<file path="config.mk">
export PLATFORM = sky130hd
export DESIGN_NAME = fetch_queue
export DESIGN_NICKNAME = d
export VERILOG_FILES = /design/src/design/fetch_pkg.sv /design/src/design/fetch_queue.sv
export VERILOG_INCLUDE_DIRS = /design/src /design/src/include
export SDC_FILE = /design/constraint.sdc
export NUM_CORES = 1
export LEC_CHECK = 0
export BUFFER_PORTS_ARGS = -buffer_cell sky130_fd_sc_hd__clkbuf_2
export CAP_MARGIN = 20
export CORE_UTILIZATION = 30
export CTS_BUF_LIST = sky130_fd_sc_hd__clkbuf_16
export CTS_CLUSTER_DIAMETER = 60
export DETAILED_ROUTE_END_ITERATION = 16
export PLACE_DENSITY = 0.57
export REMOVE_ABC_BUFFERS = 1
export SLEW_MARGIN = 25
export SYNTH_ARGS = -nofsm -noshare
export SYNTH_HDL_FRONTEND = slang
export SYNTH_SLANG_ARGS = --single-unit
</file>
<file path="constraint.sdc">
create_clock -name clk -period 7 [get_ports clk]
set_input_delay 0.35 -clock clk [delete_from_list [all_inputs] [get_ports clk]]
set_output_delay 0.35 -clock clk [all_outputs]
set_load 0.005 [all_outputs]
</file>
<file path="src/include/fetch_defs.svh">
// Sizing constants for the fetch front end.
// Include in any file that needs the reset pc or a table or queue size.

`ifndef FETCH_DEFS_SVH
`define FETCH_DEFS_SVH

// pc loaded when reset is released.
`define FETCH_RESET_PC 64'h0000_0000_8000_0000

// prediction counters, indexed by pc bits 5..2.
`define BHT_ENTRIES 16

// fetch queue entries and the credits decode grants at reset.
`define FQ_DEPTH 4
`define DECODE_CREDITS 2

// instruction memory size in 32-bit words.
`define IMEM_WORDS 256

`endif

</file>
<file path="src/design/fetch_pkg.sv">
// Shared types for the fetch front end.
// Modules import this package inside their bodies and use scoped names on ports.

package fetch_pkg;

    typedef logic [63:0] pc_t;
    typedef logic [63:0] xlen_t;
    typedef logic [31:0] inst_t;

    // four instructions, slot 0 in the low bits.
    typedef logic [127:0] line_t;

    // number of valid slots in a packet, 1 to 4.
    typedef logic [2:0] slot_cnt_t;

    typedef logic [3:0] bht_idx_t;
    typedef logic [4:0] reg_idx_t;
    typedef logic [1:0] credit_t;

    // major opcodes that matter to fetch.
    typedef enum logic [1:0] {
        OP_OTHER  = 2'd0,
        OP_JAL    = 2'd1,
        OP_JALR   = 2'd2,
        OP_BRANCH = 2'd3
    } opcode_e;

endpackage

</file>
<file path="src/design/fetch_queue.sv">
// Packet queue between fetch and decode.
// Packets leave one per cycle while decode holds credits; decode returns
// a credit per consumed packet. A flush drops everything queued.

`include "fetch_defs.svh"

module fetch_queue (
    input  logic                 clk,
    input  logic                 i_reset,

    input  logic                 i_push,
    input  fetch_pkg::pc_t       i_push_pc,
    input  fetch_pkg::line_t     i_push_line,
    input  fetch_pkg::slot_cnt_t i_push_count,

    input  logic                 i_flush,
    output logic                 o_full,

    input  logic                 i_credit_return,

    output logic                 o_pkt_valid,
    output fetch_pkg::pc_t       o_pkt_pc,
    output fetch_pkg::line_t     o_pkt_line,
    output fetch_pkg::slot_cnt_t o_pkt_count
);

    import fetch_pkg::*;

    localparam int PTR_W = $clog2(`FQ_DEPTH);

    pc_t        q_pc    [`FQ_DEPTH];
    line_t      q_line  [`FQ_DEPTH];
    slot_cnt_t  q_count [`FQ_DEPTH];

    logic [PTR_W-1:0] wr_ptr;
    logic [PTR_W-1:0] rd_ptr;
    logic [PTR_W:0]   used;
    credit_t          credits;
    logic             do_push;
    logic             do_issue;

    assign o_full   = (used == (PTR_W+1)'(`FQ_DEPTH));
    assign do_push  = i_push && !o_full;
    // nothing older than a redirect reaches decode.
    assign do_issue = (used != '0) && (credits != '0) && !i_flush;

    assign o_pkt_valid = do_issue;
    assign o_pkt_pc    = q_pc[rd_ptr];
    assign o_pkt_line  = q_line[rd_ptr];
    assign o_pkt_count = q_count[rd_ptr];

    always_ff @(posedge clk) begin
        if (do_push) begin
            q_pc[wr_ptr]    <= i_push_pc;
            q_line[wr_ptr]  <= i_push_line;
            q_count[wr_ptr] <= i_push_count;
        end
    end

    always_ff @(posedge clk) begin
        if (i_reset || i_flush) begin
            wr_ptr <= '0;
            rd_ptr <= '0;
            used   <= '0;
        end else begin
            if (do_push) begin
                wr_ptr <= wr_ptr + 1'b1;
            end
            if (do_issue) begin
                rd_ptr <= rd_ptr + 1'b1;
            end
            case ({do_push, do_issue})
                2'b10:   used <= used + 1'b1;
                2'b01:   used <= used - 1'b1;
                default: used <= used;
            endcase
        end
    end

    // credits survive a flush.
    always_ff @(posedge clk) begin
        if (i_reset) begin
            credits <= credit_t'(`DECODE_CREDITS);
        end else begin
            case ({do_issue, i_credit_return})
                2'b10:   credits <= credits - 1'b1;
                2'b01:   credits <= credits + 1'b1;
                default: credits <= credits;
            endcase
        end
    end

endmodule

</file>
==> summary.md, run 1 <==
| Metric | Value |
|---|---|
| Post-synth top cells | `edfxtp_1, mux4_2, buf_2, buf_6, dfxtp_1` |
| # setup viols final | `0` |
| Max Freq | `0.310 GHz` |
| Antenna Nets Post-Route | `0` |
| Status | `finished, final reports clean` |
| Die width | `311 um` |
| Total gr overflow | `0` |
| CTS clock-pin slew for the worst setup and hold paths | `60 ps` |
| Clk_lat worst skew | `630 ps` |
| Share of cells above drive strength 1 | `0.404` |
| CP bufs+invs | `2` |
| Ys flop type | `edfxtp_1` |
| Largest net degree at the start of global routing | `103` |
| Die area | `97,000 um^2` |
| DR WL/cell | `19.3 um` |
| Crit. End Element | `output port` |
| Flops & latches, synth | `791` |
| CTS Sinks | `791` |
| Critical path's slowest cell | `dfxtp_4` |
| Nets | `1,944` |
| Synthesis warning total | `0` |
| RSZ-0062 raised after global routing | `no` |
| GRT Total Usage | `0.122` |
| # fillers | `8,474` |
| Initial antenna violation count | `3` |
| Initial Util | `0.303` |
| Final min period | `3230 ps` |
| Cts bufs inserted | `89` |
| Root buf cell | `clkbuf_16` |
| Distinct cells, synth | `25` |
| CP required | `6650 ps` |
| Ports | `397` |
| GP Congestion | `0.702` |
| Diode count | `0` |
| Period Utilization, post-route | `0.461` |
| CTS max path bufs | `3` |
| CTS H-tree lvls | `3` |
| Clock tree from TritonCTS | `done` |
| Sequential share of the synthesized area | `0.823` |
| CP max FO | `94` |
| Drt initial violations | `738` |
| Vias in the first global route | `15,200` |
| Post-route cell area | `36,800 um^2` |
| Placed cell area | `32,200 um^2` |
| Leakage | `12.3 nW` |
| Finished Core Util | `0.388` |
| Synth top area cells | `edfxtp_1, mux4_2, dfxtp_1, buf_6, buf_2` |
| Endpoints failing hold | `0` |
| PD cells | `276 nW/um^2` |
| DRC Markers | `0` |
| Slew Viols, Final | `0` |
| First-pass GRT wire length | `90,500 um` |
| Buffers on Ports | `396` |
| Core area | `94,900 um^2` |
| EDFF count, synth | `780` |
| Hpwl dp | `34,000 um` |
| Cells after Synth | `1,084` |
| Synthesized area per cell | `26.5 um^2` |
| Syn Std Cell Area | `28,700 um^2` |
| Critical path startpoint category | `register` |
| Top delay family on crit path | `buffers and inverters` |
| Vias | `13,600` |
| Setup bufs post-CTS | `0` |
| WS Path Type | `register to output port` |
| Largest area contributor in the netlist | `edfxtp_1` |
| Tightest Hold Check Type | `primary input to register` |
| Ys async rst share | `0` |
| Synth top area share | `0.815` |
| Crit-path max cell delay | `660 ps` |
| Drt first pass iters | `4` |
| Worst Tran Pin Value | `968 ps` |
| Post-Route WL | `59,300 um` |
| Chip height | `311 um` |
| Most common cell in the netlist | `edfxtp_1` |
| # resized after CTS | `0` |
| Max-Cap Viols | `0` |
| Post-route setup TNS | `0 ps` |
| Area Growth Syn to Fin | `28.2%` |
| Crit-path cells | `buf_12 -> mux4_2 -> clkbuf_2` |
| Worst vdd ir | `0.000220 V` |
| Standard-cell rows | `113` |
| Worst Skew | `19.0 ps` |
| Worst Path Arrival | `2880 ps` |
| Vias per Instance | `4.44` |
| Slew margin rel. | `0.354` |
## worst register-to-register path, stage by stage (launching register included)
cell and delay (ps):
dfxtp_1 390, or3b_1 270, and3_4 820, buf_4 740
## path summary, 6_finish.rpt
check / startpoint / end / slack (ps) / cells after the start
worst max register to register: used[0] / q_line[3][110] / 4340 / 3
worst min-delay path: i_credit_return / credits[0] / 180 / 4
worst min register to register: rd_ptr[1] / register / 480 / 2
worst max-delay path: register / o_pkt_pc[36] / 3770 / 3
## power by group
group	leakage [nW]	switching, W	internal, W	total (W)
Sequential	7.25	0.0000288	0.00534	0.00537
Combinational	3.69	0.000263	0.000277	0.000539
Clock	1.40	0.00180	0.00246	0.00426
Total	12.3	0.00209	0.00808	0.0102
## routing by layer
metal / track usage / vias to the layer above / part of all wire
met1: 0.146 / 7170 / 0.40
li1: - / 6027 / -
met3: 0.0402 / 92 / 0.066
met4: 0.0359 / 6 / 0.021
met5: 0 / - / 0.00059
met2: 0.210 / 323 / 0.51
## cells in the final DEF (no fill, tap or decap), types with 2 or more instances in the layout
| master | n |
|---|---|
| mux4_2 | 195 |
| clkbuf_2 | 396 |
| buf_4 | 5 |
| nand2_1 | 5 |
| clkinvlp_4 | 2 |
| inv_8 | 2 |
| nor2_1 | 4 |
| mux2i_1 | 4 |
| clkinv_2 | 10 |
| xor2_1 | 4 |
| bufinv_16 | 4 |
| nor3_1 | 4 |
| clkinv_8 | 2 |
| dfxtp_1 | 9 |
| ha_1 | 6 |
| or3_1 | 4 |
| o21ai_0 | 2 |
| inv_6 | 7 |
| clkinv_4 | 2 |
| clkbuf_16 | 89 |
| and3_4 | 4 |
| clkinv_1 | 16 |
| dfxtp_4 | 2 |
| buf_12 | 7 |
| inv_1 | 30 |
| edfxtp_1 | 780 |
| dlygate4sd3_1 | 198 |
## state kept, by name, summed over array words and instances (netlist names), named ones only
name	cells
credits	2
wr_ptr	2
rd_ptr	2
used	3
q_count	12
q_pc	256
q_line	512
## stage by stage
step | worst slack, ps | hold WS [ps] | power [W] | std cells
final | 3770 | 180 | 0.0102 | 3067
after global routing | 3500 | 174 | 0.0105 | 3067
after CTS | 3620 | 114 | 0.0103 | 3067
after detailed placement | 4310 | 470 | 0.00592 | 2713
after global placement | 4380 | 458 | 0.00590 | 2713
after floorplan | -2080 | 422 | 0.00569 | 1040
## repair_timing
item | in CTS | in global routing
endpoints found under the setup margin | 0 | 0
hold buffers | 198 | 0
hold endpoints to repair | 785 | 0
## final cells by class
class	count	area, um^2	area share
clock buffers	89	2230	0.0604
clock inverters	67	462	0.0125
inverters	8	30.0	0.000815
multi-input cells	241	4750	0.129
flip-flops and latches	791	23700	0.642
well taps	1265	1580	0.0430
repair buffers	606	4140	0.112
## kinds of logic (layout without fill, tap and decap cells)
family / after synthesis / in the layout / share of synthesized area
DFF: 791 / 791 / 0.823
muxes: 199 / 199 / 0.154
buffers and inverters: 52 / 770 / 0.0124
and+or+nand+nor: 26 / 26 / 0.00496
AOI/OAI and AO/OA: 5 / 5 / 0.000958
xor gates and xnor gates: 4 / 4 / 0.00122
adders and majority gates: 7 / 7 / 0.00331
Note: power is estimated with default switching activity, not from simulation.
==> inputs of run 2 (changes only) <==
ABC_AREA = 1   (was default)
PLACE_DENSITY = 0.59   (was 0.57)
clock period = 2.8 ns   (was 7 ns; I/O delays follow)
==> summary.md, run 2 <==
| Metric | Value |
|---|---|
| Status | `finished, final reports clean` |
| Clk_lat worst skew | `660 ps (+30 ps)` |
| Drt first pass iters | `5 (+1)` |
| CTS Sinks | `791 (unchanged)` |
| Ys flop type | `edfxtp_1` |
| CP required | `2660 ps (-3990 ps)` |
| Top delay family on crit path | `buffers and inverters` |
| Final min period | `2630 ps` |
| Tightest Hold Check Type | `primary input to register` |
| Most frequent cells in the layout | `edfxtp_1, nor2_1, clkbuf_2` |
| Root buf cell | `clkbuf_16` |
| Worst Tran Pin Value | `788 ps (-180 ps)` |
| Crit-path cells | `buf_12 -> buf_12 -> o21ai_0 -> o22ai_1 -> clkbuf_2` |
| Hpwl dp | `41,800 um (+23%)` |
| Max Freq | `0.381 GHz` |
| Ports | `397 (unchanged)` |
| CTS clock-pin slew for the worst setup and hold paths | `60 ps (about the same)` |
| Total chip power | `0.0257 W (+150%)` |
| Largest area contributor in the netlist | `edfxtp_1` |
| PD cells | `679 nW/um^2 (+150%)` |
| Reg with most FFs | `q_line` |
| DR WL/cell | `18.1 um (-6.2%)` |
| Placed cell area | `33,100 um^2 (+2.8%)` |
| Endpoints failing hold | `0 (unchanged)` |
| Clock tree from TritonCTS | `done` |
| Commonest non-fill, non-tap cell in the layout | `edfxtp_1` |
| Slew Viols, Final | `0 (unchanged)` |
| Largest net degree at the start of global routing | `152 (+48%)` |
| Antenna Nets Post-Route | `0 (unchanged)` |
| Nets | `2,799 (+44%)` |
| Synth top area cells | `edfxtp_1, o21ai_0, nor2_1, o22ai_1, clkbuf_1` |
| Post-Place Cells | `3,578 (+32%)` |
| Critical path startpoint category | `register` |
| Sequential share of the synthesized area | `0.807 (-0.0161)` |
| EDFF count, synth | `780 (unchanged)` |
| Flops & latches, synth | `791 (unchanged)` |
| Drt initial violations | `1,471 (+99%)` |
| Post-route cell area | `37,800 um^2 (+2.6%)` |
| Post-Route WL | `71,500 um (+21%)` |
| RSZ-0062 raised after global routing | `no` |
| Crit. End Element | `output port` |
| Largest regs | `q_line x512, q_pc x256, q_count x12` |
| Standard-cell rows | `114 (+0.88%)` |
| Most frequent CP cell | `buf_12` |
| # fillers | `8,988 (+6.1%)` |
| Vias per Instance | `4.73 (+6.6%)` |
| Period Utilization, post-route | `0.939` |
| Most common cell in the netlist | `edfxtp_1` |
| Crit-path max cell delay | `480 ps (-180 ps)` |
| CTS max path bufs | `3 (unchanged)` |
| Die area | `98,900 um^2 (+2.0%)` |
| Die width | `315 um (+0.99%)` |
| Vias | `18,700 (+37%)` |
| Initial Util | `0.303 (about the same)` |
| Cells after Synth | `1,971 (+82%)` |
| CP max FO | `70 (-26%)` |
| Core area | `96,700 um^2 (+1.9%)` |
| Synthesis warning total | `0 (unchanged)` |
| Synth top area share | `0.799 (-0.0159)` |
| Vias in the first global route | `18,400 (+21%)` |
| Buffers on Ports | `396 (unchanged)` |
| WS Path Type | `register to output port` |
| CTS H-tree lvls | `3 (unchanged)` |
| # setup viols final | `0 (unchanged)` |
| Cts bufs inserted | `87 (-2.2%)` |
| Max reg flops | `512 (unchanged)` |
| DRC Markers | `0 (unchanged)` |
| Area Growth Syn to Fin | `29.1%` |
| CP bufs+invs | `3 (+1)` |
| Worst Path Arrival | `2490 ps (-390 ps)` |
| Worst Skew | `19.6 ps (+0.548 ps)` |
| Distinct cells, synth | `19 (-24%)` |
| Synthesized area per cell | `14.9 um^2 (-44%)` |
| Worst vdd ir | `0.000490 V (+120%)` |
| Total gr overflow | `0 (unchanged)` |
| Non-filler cells in the finished layout | `3,942 (+29%)` |
| Initial antenna violation count | `5 (+2)` |
| Syn Std Cell Area | `29,300 um^2 (+2.0%)` |
| Max-Cap Viols | `0 (unchanged)` |
| GRT Total Usage | `0.140 (+0.0173)` |
| Ys async rst share | `0 (unchanged)` |
| Critical path's slowest cell | `dfxtp_4` |
| Share of cells above drive strength 1 | `0.225 (-0.179)` |
| Leakage | `13.4 nW (+8.8%)` |
| First-pass GRT wire length | `107,000 um (+18%)` |
| Slew margin rel. | `0.474 (+0.120)` |
| Post-synth top cells | `edfxtp_1, nor2_1, o21ai_0, o22ai_1, clkbuf_1` |
| Worst-case hold slack | `240 ps (+60.3 ps)` |
| GP Congestion | `0.732 (+4.3%)` |
| Chip height | `315 um (+0.99%)` |
-- run 2: cell count changes in the layout (fill, tap and decap cells not counted), moves of 8 or more --
cell,change
o21ai_1,+34
clkinv_2,+12
nand3_1,+8
mux4_2,-195
buf_12,+19
o21ai_0,+356
nor2_1,+394
o22ai_1,+195
buf_4,+31
nand2_1,+11
-- run 2: metal layers --
| metal | up-vias | wire, um | track usage |
|---|---|---|---|
| met5 | - | 10 | 0 |
| met2 | 508 | 35300 | 0.233 |
| met4 | 2 | 1950 | 0.0467 |
| met1 | 9308 | 30000 | 0.176 |
| met3 | 125 | 4320 | 0.0356 |
| li1 | 8716 | - | - |
-- run 2: through the flow --
stage	utilization	setup WS, ps	TNS (ps)
3_3_place_gp	0.342	845	0
3_5_place_dp	0.342	828	0
5_1_grt	0.391	81.2	0
4_1_cts	0.391	114	0
6_report	0.391	172	0
2_1_floorplan	-	-10340	-7248190
-- run 2: cell families (layout without fill, tap and decap cells) --
logic type,Yosys count,in the layout,synth area share
other,0,3,0
DFF,791,791,0.807
buffers and inverters,151,843,0.0248
AOI/OAI and AO/OA,594,594,0.110
adders and majority gates,7,7,0.00324
and+or+nand+nor,428,428,0.0553
-- run 2: where the power goes --
group	internal, W	leakage, nW	total, W	switching, W
registers	0.0133	7.25	0.0134	0.0000664
logic	0.000660	4.79	0.00156	0.000895
clock network	0.00609	1.39	0.0107	0.00463
-- run 2: path summary, 6_finish.rpt --
| check | startpoint | cells past startpoint | endpoint | slack [ps] |
|---|---|---|---|---|
| worst max register to register | credits[0] | 8 | credits[1] | 720 |
| worst max-delay path | register | 5 | o_pkt_line[98] | 170 |
| worst min-delay path | i_push_line[101] | 2 | q_line[2][101] | 240 |
| worst min register to register | credits[0] | 1 | credits[0] | 480 |
-- run 2: timing repair --
item,4_1_cts,5_1_grt
hold buffers,201,0
gates resized for setup,0,1
endpoints found under the setup margin,0,1
hold endpoints to repair,791,0
buffers inserted,0,0
-- run 2: final cells by class --
class	instances	area (um^2)	area share
inverters	23	98.8	0.00261
clock buffers	87	2180	0.0576
multi-input cells	1029	4960	0.131
diodes	3	7.51	0.000198
repair buffers	660	4800	0.127
well taps	1276	1600	0.0422
flip-flops and latches	791	23700	0.625
clock inverters	73	532	0.0141
