File: config.mk
export PLATFORM = sky130hd
export DESIGN_NAME = branch_history
export DESIGN_NICKNAME = d
export VERILOG_FILES = /design/src/design/fetch_pkg.sv /design/src/design/branch_history.sv
export VERILOG_INCLUDE_DIRS = /design/src /design/src/include
export SDC_FILE = /design/constraint.sdc
export NUM_CORES = 1
export LEC_CHECK = 0
export BUFFER_PORTS_ARGS = -buffer_cell sky130_fd_sc_hd__buf_2
export CAP_MARGIN = 25
export CORE_MARGIN = 2
export CORE_UTILIZATION = 29
export DETAILED_ROUTE_END_ITERATION = 12
export PLACE_DENSITY = 0.42
export SLEW_MARGIN = 20
export SYNTH_ARGS = -nofsm -noshare
export SYNTH_HDL_FRONTEND = slang
export SYNTH_SLANG_ARGS = --single-unit
File: constraint.sdc
create_clock -name clk -period 2.9 [get_ports clk]
set_input_delay 0.58 -clock clk [delete_from_list [all_inputs] [get_ports clk]]
set_output_delay 0.58 -clock clk [all_outputs]
set_load 0.01 [all_outputs]
File: src/include/fetch_defs.svh
// Sizing constants for the fetch front end.
// Include in any file that needs the reset pc or a table or queue size.

`ifndef FETCH_DEFS_SVH
`define FETCH_DEFS_SVH

// pc loaded when reset is released.
`define FETCH_RESET_PC 64'h0000_0000_8000_0000

// prediction counters, indexed by pc bits 5..2.
`define BHT_ENTRIES 16

// fetch queue entries and the credits decode grants at reset.
`define FQ_DEPTH 4
`define DECODE_CREDITS 2

// instruction memory size in 32-bit words.
`define IMEM_WORDS 256

`endif

File: src/design/fetch_pkg.sv
// Shared types for the fetch front end.
// Modules import this package inside their bodies and use scoped names on ports.

package fetch_pkg;

    typedef logic [63:0] pc_t;
    typedef logic [63:0] xlen_t;
    typedef logic [31:0] inst_t;

    // four instructions, slot 0 in the low bits.
    typedef logic [127:0] line_t;

    // number of valid slots in a packet, 1 to 4.
    typedef logic [2:0] slot_cnt_t;

    typedef logic [3:0] bht_idx_t;
    typedef logic [4:0] reg_idx_t;
    typedef logic [1:0] credit_t;

    // major opcodes that matter to fetch.
    typedef enum logic [1:0] {
        OP_OTHER  = 2'd0,
        OP_JAL    = 2'd1,
        OP_JALR   = 2'd2,
        OP_BRANCH = 2'd3
    } opcode_e;

endpackage

File: src/design/branch_history.sv
// Table of 2-bit saturating counters for conditional branch prediction.
// Fetch reads one entry per cycle; the branch unit updates one entry per cycle.

`include "fetch_defs.svh"

module branch_history (
    input  logic                clk,
    input  logic                i_reset,

    // prediction lookup.
    input  fetch_pkg::bht_idx_t i_rd_index,
    output logic                o_rd_taken,

    // resolution from the branch unit.
    input  logic                i_upd_valid,
    input  fetch_pkg::bht_idx_t i_upd_index,
    input  logic                i_upd_taken
);

    logic [1:0] counters [`BHT_ENTRIES];
    logic [1:0] upd_cnt;

    // weakly taken and strongly taken both have the upper bit set.
    assign o_rd_taken = counters[i_rd_index][1];

    assign upd_cnt = counters[i_upd_index];

    always_ff @(posedge clk) begin
        if (i_reset) begin
            // start weakly not taken.
            for (int i = 0; i < `BHT_ENTRIES; i++) begin
                counters[i] <= 2'd1;
            end
        end else if (i_upd_valid) begin
            if (i_upd_taken) begin
                if (upd_cnt != 2'd3) begin
                    counters[i_upd_index] <= upd_cnt + 2'd1;
                end
            end else begin
                if (upd_cnt != 2'd0) begin
                    counters[i_upd_index] <= upd_cnt - 2'd1;
                end
            end
        end
    end

endmodule

==> results of run 1 <==
==> routing by layer <==
layer / routed length (microns) / GRT usage
met1: 2075 / 0.1723
met2: 2244 / 0.2203
met3: 213 / 0.01810
met4: 79 / 0.04972
met5: 0 / 0
==> cell usage in the layout (no fill, tap or decap), types with 2 or more instances in the layout <==
| cell | n |
|---|---|
| nand2b_1 | 5 |
| clkbuf_8 | 5 |
| nor2_1 | 11 |
| nor2b_1 | 4 |
| buf_4 | 3 |
| mux4_2 | 7 |
| nor3_1 | 9 |
| o21bai_1 | 13 |
| a21o_1 | 3 |
| buf_2 | 12 |
| nand3_1 | 16 |
| clkinv_1 | 2 |
| mux4_1 | 6 |
| clkinv_2 | 2 |
| nor3_2 | 2 |
| nand2_1 | 15 |
| edfxtp_1 | 32 |
| mux2i_4 | 3 |
==> worst max-delay path by stage <==
stage                    from                             to  cells after the start
2_1_floorplan  i_upd_index[0]  counters[12][0]$_SDFFCE_PN1P_                      6
3_3_place_gp   i_upd_index[0]  counters[12][1]$_SDFFCE_PN0P_                      6
3_5_place_dp   i_upd_index[0]  counters[12][1]$_SDFFCE_PN0P_                      6
4_1_cts        i_upd_index[0]  counters[12][0]$_SDFFCE_PN1P_                      6
5_1_grt        i_upd_index[0]  counters[13][0]$_SDFFCE_PN1P_                      6
6_report       i_upd_index[0]  counters[12][1]$_SDFFCE_PN0P_                      6
==> cell type report <==
cell class	count	area [sq um]
clock buffers	5	68.82
clock inverters	3	13.76
fillers	653	4484
inverters	2	7.507
multi-input cells	109	963.4
flip-flops and latches	32	960.9
well taps	80	100.1
repair buffers	15	82.58
==> power breakdown <==
group | leakage [nW] | total (mW) | internal (mW) | switching (mW)
sequential | 0.278 | 0.525 | 0.519 | 0.00604
combinational | 0.336 | 0.150 | 0.0587 | 0.0911
clock | 0.0453 | 0.326 | 0.163 | 0.164
total | 0.660 | 1.00 | 0.740 | 0.261
==> worst max-delay path: stages <==
cell,delay [ns]
buf_2,0.28
mux4_1,0.65
mux2i_4,0.29
nor3_2,0.08
or3_4,0.37
o21bai_1,0.25
==> logic make-up after synthesis <==
family          Yosys count  share of synthesized area
compound gates           23                    0.09481
xor+xnor                  1                   0.004426
buf+inv                  12                    0.02781
flops                    32                     0.4855
mux                      17                     0.1991
simple gates             68                     0.1884
==> stage by stage <==
step	utilization	power, mW	hold WS [ns]	std cells	area (sq um)
after floorplan	-	0.6413	0.7946	153	1979
after global placement	0.3165	0.6816	1.124	238	2115
after detailed placement	0.3165	0.6858	1.125	238	2115
after CTS	0.3288	1.002	0.8264	246	2197
after global routing	0.3288	1.036	0.8683	246	2197
final	0.3288	1.001	0.8213	246	2197
==> results.yml, run 1 <==
yosys:
  synth.avg_cell_area_sq_um: 12.94
  synth-seq-cells: 32
  synthesis.nets: 165
  ys_seq_area_frac: 0.4855
  ys_async_sr_fraction: 0
  synth_top_area_share: 0.4855
  synth_area_sq_um: 1979
  yosys-top-cells-count: "edfxtp_1, nand3_1, nand2_1"
  synth_ff_type: "edfxtp_1"
  ys_types: 34
  yosys_warnings: 0
  yosysMostFrequentCell: "edfxtp_1"
  synth_edf_count: 32
  synth_area_leaders: "edfxtp_1, mux4_1, mux4_2, o21bai_1, nand3_1"
  synthCells: 153
  yosysTopAreaCell: "edfxtp_1"
global_route:
  gr-usage-all-layers: 0.1313
  grt_pass1_wl_microns: 7300
  grt_max_degree: 18
  grt_pass1_vias: 1361
  antenna_found_initial: 0
  overflow: 0
setup_path:
  r2r_slack_ns: 0.59
  crit_fanout: 12
  worstReg2RegEnd: "counters[12][1]$_SDFFCE_PN0P_"
  ff2ff_path_depth: 5
  start_kind: "input pin"
  cp.required_ns: 2.87
  path_class: "input pin to register"
  arrival_ns: 2.51
  endpoint_kind: "register"
  worstReg2RegStart: "counters[7][1]$_SDFFCE_PN0P_"
finish:
  largest_reg_flops: 32
  antenna_cells: 0
  syn2layout_area_growth_pct: 11.00
  reg_top3: "counters: 32 flops"
  fin_nets: 177
  layout-drive-gt1-share: 0.2590
  regMostFlops: "counters"
die:
  die_area_sq_um: 7502
  start_util: 0.2963
  num_io_pins: 13
  coreArea_sq_um: 6681
  rows: 30
  fp.dieW_microns: 86.62
  dieHeight_microns: 86.62
sta:
  max_freq_mhz: 393.5
  period_share: 0.8764
  layout_setup_ws_ns: 0.3586
  setup_viol: 0
  finalHoldViolations: 0
  rsz0062_at_grt: "no"
  fin_tns_setup_ns: 0
  slew_headroom: 0.5879
  slew_violations: 0
  clock_skew_ns: 0.01226
  min_period_ns: 2.541
  tightest_slew_ns: 0.6182
routing:
  num_vias: 1348
  dr.pass1.iters: 4
  wirelength_microns: 4613
  wl_per_cell_microns: 18.75
  drtIter0Drc: 72
  ant_nets: 0
  drc: 0
  via_per_inst: 5.480
placed_design:
  hpwl_microns: 3437
  pre_cts_ws_ns: 0.08342
  io_buffers: 12
  routabilityCongestion: 0.7688
clock_tree:
  postCtsSetupRepairBufs: 0
  clk_latency_ns: 0.29
  cts.hold.buffers_added: 0
  clockRootBuffer: "clkbuf_8"
  cts_tree: "yes"
  cts_made_buffers: 5
  htreeDepth: 2
  cts.sinks: 32
  clk_pin_slew_ns: 0.07
  ctsResizeCount: 0
  cts_buffer_depth: 2
hold_path:
  hold_path.class: "input pin to register"
  hold_path.startpoint: "i_upd_index[2]"
  holdPathEnd: "counters[15][0]$_SDFFCE_PN1P_"
  min_delay_path_depth: 3
pwr:
  ir_drop_uv: 129.7
  p_leak_nw: 0.6596
  powerDensity_nw_per_um2: 455.7
run:
  drv_cap: 0
status:
  status: "complete, no violations"
Note: power is estimated with default switching activity, not from simulation.
==> run 2: changes to the inputs <==
- RECOVER_POWER: default -> 25
==> run 2 against run 1 <==
  * Routed wire length decreased by 0.63%
  * Combinational power about the same
  * Largest cell class unchanged
  * Clock skew up 0.00096 ns
  * Sequential share of layout area unchanged
  * Worst hold slack about the same
  * Highest routed layer unchanged
  * First-iteration DRC count rose by 11%
  * Utilization did not move
  * Largest power group unchanged
  * Final area unchanged
  * Global-route usage is the same
==> results.yml, run 2 (synthesis gave the netlist of run 1 again) <==
clock_tree:
  htreeDepth: 2
  cts_tree: "yes"
  cts.sinks: 32
  cts_buffer_depth: 2
  clk_latency_ns: 0.29
  cts.hold.buffers_added: 0
  clockRootBuffer: "clkbuf_8"
  ctsResizeCount: 0
  clk_pin_slew_ns: 0.08
  postCtsSetupRepairBufs: 0
  cts_made_buffers: 5
sta:
  rsz0062_at_grt: "no"
  clock_skew_ns: 0.01322
  layout_setup_ws_ns: 0.3595
  period_share: 0.8760
  setup_viol: 0
  finalHoldViolations: 0
  fin_tns_setup_ns: 0
  max_freq_mhz: 393.6
  tightest_slew_ns: 0.6255
  holdWs_ns: 0.8210
  slew_violations: 0
  min_period_ns: 2.540
  slew_headroom: 0.5830
global_route:
  antenna_found_initial: 0
  grt_pass1_vias: 1361
  grt_pass1_wl_microns: 7300
  gr-usage-all-layers: 0.1313
  grt_max_degree: 18
  overflow: 0
routing:
  wirelength_microns: 4584
  wl_per_cell_microns: 18.63
  drtIter0Drc: 80
  via_per_inst: 5.459
  num_vias: 1343
  ant_nets: 0
  dr.pass1.iters: 4
  drc: 0
setup_path:
  endpoint_kind: "register"
  path_class: "input pin to register"
  slowest_delay_ns: 0.66
  start_kind: "input pin"
  cp.required_ns: 2.87
  ff2ff_path_depth: 5
  arrival_ns: 2.51
  crit_slowest_cell: "mux4_1"
  crit_fanout: 12
  worstSetupEndpoint: "counters[12][1]$_SDFFCE_PN0P_"
  worstReg2RegEnd: "counters[12][1]$_SDFFCE_PN0P_"
  critical_path.cell_chain: "buf_2, mux4_1, mux2i_4, nor3_2, or3_4, o21bai_1"
  worstReg2RegStart: "counters[6][1]$_SDFFCE_PN0P_"
  startpoint: "i_upd_index[0]"
  r2r_slack_ns: 0.60
placed_design:
  pre_cts_ws_ns: 0.08342
  hpwl_microns: 3437
  routabilityCongestion: 0.7688
  io_buffers: 12
  dp.cells: 238
pwr:
  ir_drop_uv: 131.0
  power_frac_comb: 0.150
  clock_power_share: 0.326
  sw_frac_of_total: 0.2601
  seq_power_share: 0.525
  internal_power_mw: 0.7403
  power.switching_mw: 0.2603
  p_leak_nw: 0.6588
  powerDensity_nw_per_um2: 455.4
  p_total_mw: 1.001
die:
  fp.dieW_microns: 86.62
  coreArea_sq_um: 6681
  num_io_pins: 13
  die_area_sq_um: 7502
  rows: 30
  dieHeight_microns: 86.62
  start_util: 0.2963
finish:
  fin_nets: 177
  antenna_cells: 0
  reg_top3: "counters: 32 flops"
  largest_reg_flops: 32
  syn2layout_area_growth_pct: 11.00
  layout-drive-gt1-share: 0.2530
  final_cell_mix: "edfxtp_1, nand3_1, nand2_1, o21bai_1, buf_2"
  n_fill_cell: 653
  regMostFlops: "counters"
  instances_no_fill: 246
  multi_input_area_sq_um: 963.4
  seq_area_sq_um: 960.9
  final_common_cell: "edfxtp_1"
hold_path:
  hold_path.class: "input pin to register"
run:
  drv_cap: 0
status:
  status: "complete, no violations"
-- run 2: through the flow --
stage / area, sq um / utilization
6_report: 2197 / 0.3288
5_1_grt: 2197 / 0.3288
4_1_cts: 2197 / 0.3288
3_5_place_dp: 2115 / 0.3165
3_3_place_gp: 2115 / 0.3165
2_1_floorplan: 1979 / -
-- run 2: metal layers --
| layer | GRT usage | up-vias | routed length (microns) |
|---|---|---|---|
| met5 | 0 | - | 0 |
| met4 | 0.04972 | 0 | 76 |
| met3 | 0.01810 | 5 | 149 |
| met2 | 0.2203 | 39 | 2243 |
| met1 | 0.1723 | 685 | 2114 |
| li1 | - | 614 | - |
-- run 2: area by class of cell --
| cell class | count | share of cell area |
|---|---|---|
| Clock inverter | 3 | 0.006264 |
| Multi-Input combinational cell | 109 | 0.4385 |
| Sequential cell | 32 | 0.4374 |
| Inverter | 2 | 0.003417 |
| Clock buffer | 5 | 0.03132 |
| Tap cell | 80 | 0.04556 |
| Timing Repair Buffer | 15 | 0.03759 |
-- run 2: how the worst min path moves through the flow --
stage / cells after the start / endpoint / start
finish: 3 / counters[15][0]$_SDFFCE_PN1P_ / i_upd_index[2]
global route: 3 / counters[15][1]$_SDFFCE_PN0P_ / i_upd_index[2]
CTS: 3 / counters[14][0]$_SDFFCE_PN1P_ / i_upd_index[2]
detailed placement: 3 / counters[14][0]$_SDFFCE_PN1P_ / i_upd_index[2]
global placement: 3 / counters[15][0]$_SDFFCE_PN1P_ / i_upd_index[2]
floorplan: 1 / counters[4][0]$_SDFFCE_PN1P_ / i_reset
-- run 2: critical path, delay by kind of cell --
kind            cells  cell delay, ns
compound gates      1            0.25
buf+inv             1            0.28
mux                 2            0.94
simple gates        2            0.45
-- run 2: power by group through the flow --
stage	Clock (mW)	Combinational, mW	Sequential [mW]
2_1_floorplan	0	0.110	0.531
5_1_grt	0.348	0.161	0.526
3_5_place_dp	0	0.150	0.535
6_report	0.326	0.150	0.525
3_3_place_gp	0	0.146	0.536
4_1_cts	0.326	0.151	0.525
==> run 3: changes to the inputs <==
- ABC_AREA: default -> 1
- CELL_PAD_IN_SITES_DETAIL_PLACEMENT: default -> 0
- CELL_PAD_IN_SITES_GLOBAL_PLACEMENT: default -> 2
- MAX_ROUTING_LAYER: default -> met4
- PLACE_DENSITY: 0.42 -> 0.65
==> run 3 against run 2 <==
  * Power is 1.6% higher
  * Critical path depth stayed put
  * Clock power is 3% lower
  * Final area is 1.1% higher
  * Maximum frequency is 4.9% higher
  * Final cell count is 53% higher
  * Sequential share of layout area is 0.47 points lower
  * Count of clock-buffer cells in the layout is 1 higher
==> results.yml, run 3 <==
status:
  status: "complete, no violations"
routing:
  drtIter0Drc: 52
  num_vias: 1656
  wl_per_cell_microns: 13.72
  wirelength_microns: 5160
  drc: 0
  via_per_inst: 4.404
  dr.pass1.iters: 4
  ant_nets: 0
global_route:
  grt-busiest-layer: "met2"
  grt_pass1_vias: 1662
  use_met3: 0.02262
  grt_pass1_wl_microns: 8466
  met1_usage: 0.2008
  antenna_found_initial: 0
  use_met2: 0.2472
  grt_max_degree: 23
  gr-usage-all-layers: 0.1543
  overflow: 0
sta:
  min_period_ns: 2.422
  rsz0062_at_grt: "no"
  layout_setup_ws_ns: 0.4776
  tightest_slew_ns: 0.5978
  slew_headroom: 0.6014
  clock_skew_ns: 0.008486
  setup_viol: 0
  fin_tns_setup_ns: 0
  max_freq_mhz: 412.8
  slew_violations: 0
  period_share: 0.8353
  finalHoldViolations: 0
  holdWs_ns: 0.8608
die:
  start_util: 0.2983
  die_area_sq_um: 7675
  num_io_pins: 13
  coreArea_sq_um: 6794
  fp.dieW_microns: 87.61
  dieHeight_microns: 87.61
  rows: 30
yosys:
  synth_edf_count: 32
  yosys-top-cells-count: "nand2_1, nor2_1, edfxtp_1"
  yosysTopAreaCell: "edfxtp_1"
  ys_seq_area_frac: 0.4741
  synth.avg_cell_area_sq_um: 7.563
  ys_types: 20
  synth-seq-cells: 32
  yosys_warnings: 0
  synthCells: 268
  synth_area_sq_um: 2027
  ys_async_sr_fraction: 0
  synth_area_leaders: "edfxtp_1, nand2_1, nor2_1, nand2_2, nand3_1"
  synthesis.nets: 280
  synth_top_area_share: 0.4741
  synth_ff_type: "edfxtp_1"
  yosysMostFrequentCell: "nand2_1"
setup_path:
  slowest_delay_ns: 0.45
  endpoint_kind: "output pin"
  start_kind: "input pin"
  path_class: "input pin to output pin"
  path_buf_inv: 2
  crit_family: "buffers and inverters"
  crit_slowest_cell: "clkbuf_1"
  crit_fanout: 12
  arrival_ns: 1.84
  critical_path.cell_chain: "clkbuf_1, mux2i_1, o21ai_0, o211ai_1, nand2_1, buf_2"
  cp.required_ns: 2.32
pwr:
  powerDensity_nw_per_um2: 457.9
  ir_drop_uv: 154.7
  p_total_mw: 1.017
  p_leak_nw: 0.9566
clock_tree:
  cts.hold.buffers_added: 0
  postCtsSetupRepairBufs: 0
  htreeDepth: 2
  clk_pin_slew_ns: 0.06
  cts.sinks: 32
  clk_latency_ns: 0.28
  clockRootBuffer: "clkbuf_8"
  cts_buffer_depth: 2
  cts_made_buffers: 5
  cts_tree: "yes"
  ctsResizeCount: 0
finish:
  regMostFlops: "counters"
  syn2layout_area_growth_pct: 9.568
  final_cell_mix: "nand2_1, nor2_1, edfxtp_1, inv_1, nand3_1"
  largest_reg_flops: 32
  post-route-util: 0.3269
  fin_nets: 292
  final_common_cell: "nand2_1"
  reg_top3: "counters: 32 flops"
  antenna_cells: 0
  layout-drive-gt1-share: 0.1286
placed_design:
  hpwl_microns: 3960
  io_buffers: 12
  pre_cts_ws_ns: 0.2998
  routabilityCongestion: 0.7422
run:
  drv_cap: 0
hold_path:
  hold_path.class: "input pin to register"
## run 3: cell types whose count changed after synthesis, sizes merged, moves of 4 or more
cell,before,now
inv,1,19
mux4,13,0
nand2,15,131
nand2b,5,0
nor2,11,36
nor2b,4,0
nor3,12,1
o21bai,13,0
## run 3: worst paths after layout
check | start | end | slack (ns) | depth (start not counted)
max reg2reg | counters[0][1]$_SDFFCE_PN0P_ | counters[3][1]$_SDFFCE_PN0P_ | 0.99 | 14
min | i_upd_index[2] | counters[3][0]$_SDFFCE_PN1P_ | 0.86 | 5
max | i_rd_index[0] | o_rd_taken | 0.48 | 6
min reg2reg | counters[2][0]$_SDFFCE_PN1P_ | counters[14][0]$_SDFFCE_PN1P_ | 1.20 | 10
## run 3: cell type report
type	count	area, sq um
fill	755	4573
sequential	32	960.9
multi-input combinational	205	893.4
tap	96	120.1
timing repair buffer	16	88.84
inverter	20	80.08
clock buffer	6	72.57
clock inverter	1	5.005
## run 3: cell families (layout without fill, tap and decap cells)
kind of cell | after synthesis | in the layout | share of synthesized area
AND/OR/NAND/NOR | 187 | 187 | 0.3852
flip-flops | 32 | 32 | 0.4741
buffers and inverters | 31 | 43 | 0.08148
AO/OA/AOI/OAI | 14 | 14 | 0.03951
multiplexers | 4 | 4 | 0.01975
## run 3: layer usage
layer  part of all wire  vias up
met3              0.018        5
li1                   -      870
met5                  0        -
met2               0.46       17
met1               0.50      764
met4              0.015        0
## run 3: metrics by stage
stage               cells  area, sq um
finish                376         2221
global route          376         2221
CTS                   376         2230
detailed placement    369         2152
global placement      369         2152
floorplan             268         2027
## run 3: power by group
| group | total (mW) | internal [mW] | switching [mW] | leakage [nW] |
|---|---|---|---|---|
| combinational | 0.173 | 0.0487 | 0.125 | 0.639 |
| clock | 0.317 | 0.163 | 0.154 | 0.0410 |
| sequential | 0.527 | 0.520 | 0.00726 | 0.277 |
## run 3: worst reg2reg max path: cells and delay by family (launching register included)
| kind | cells | cell delay (ns) |
|---|---|---|
| flops | 1 | 0.43 |
| simple gates | 12 | 0.86 |
| buf+inv | 2 | 0.32 |
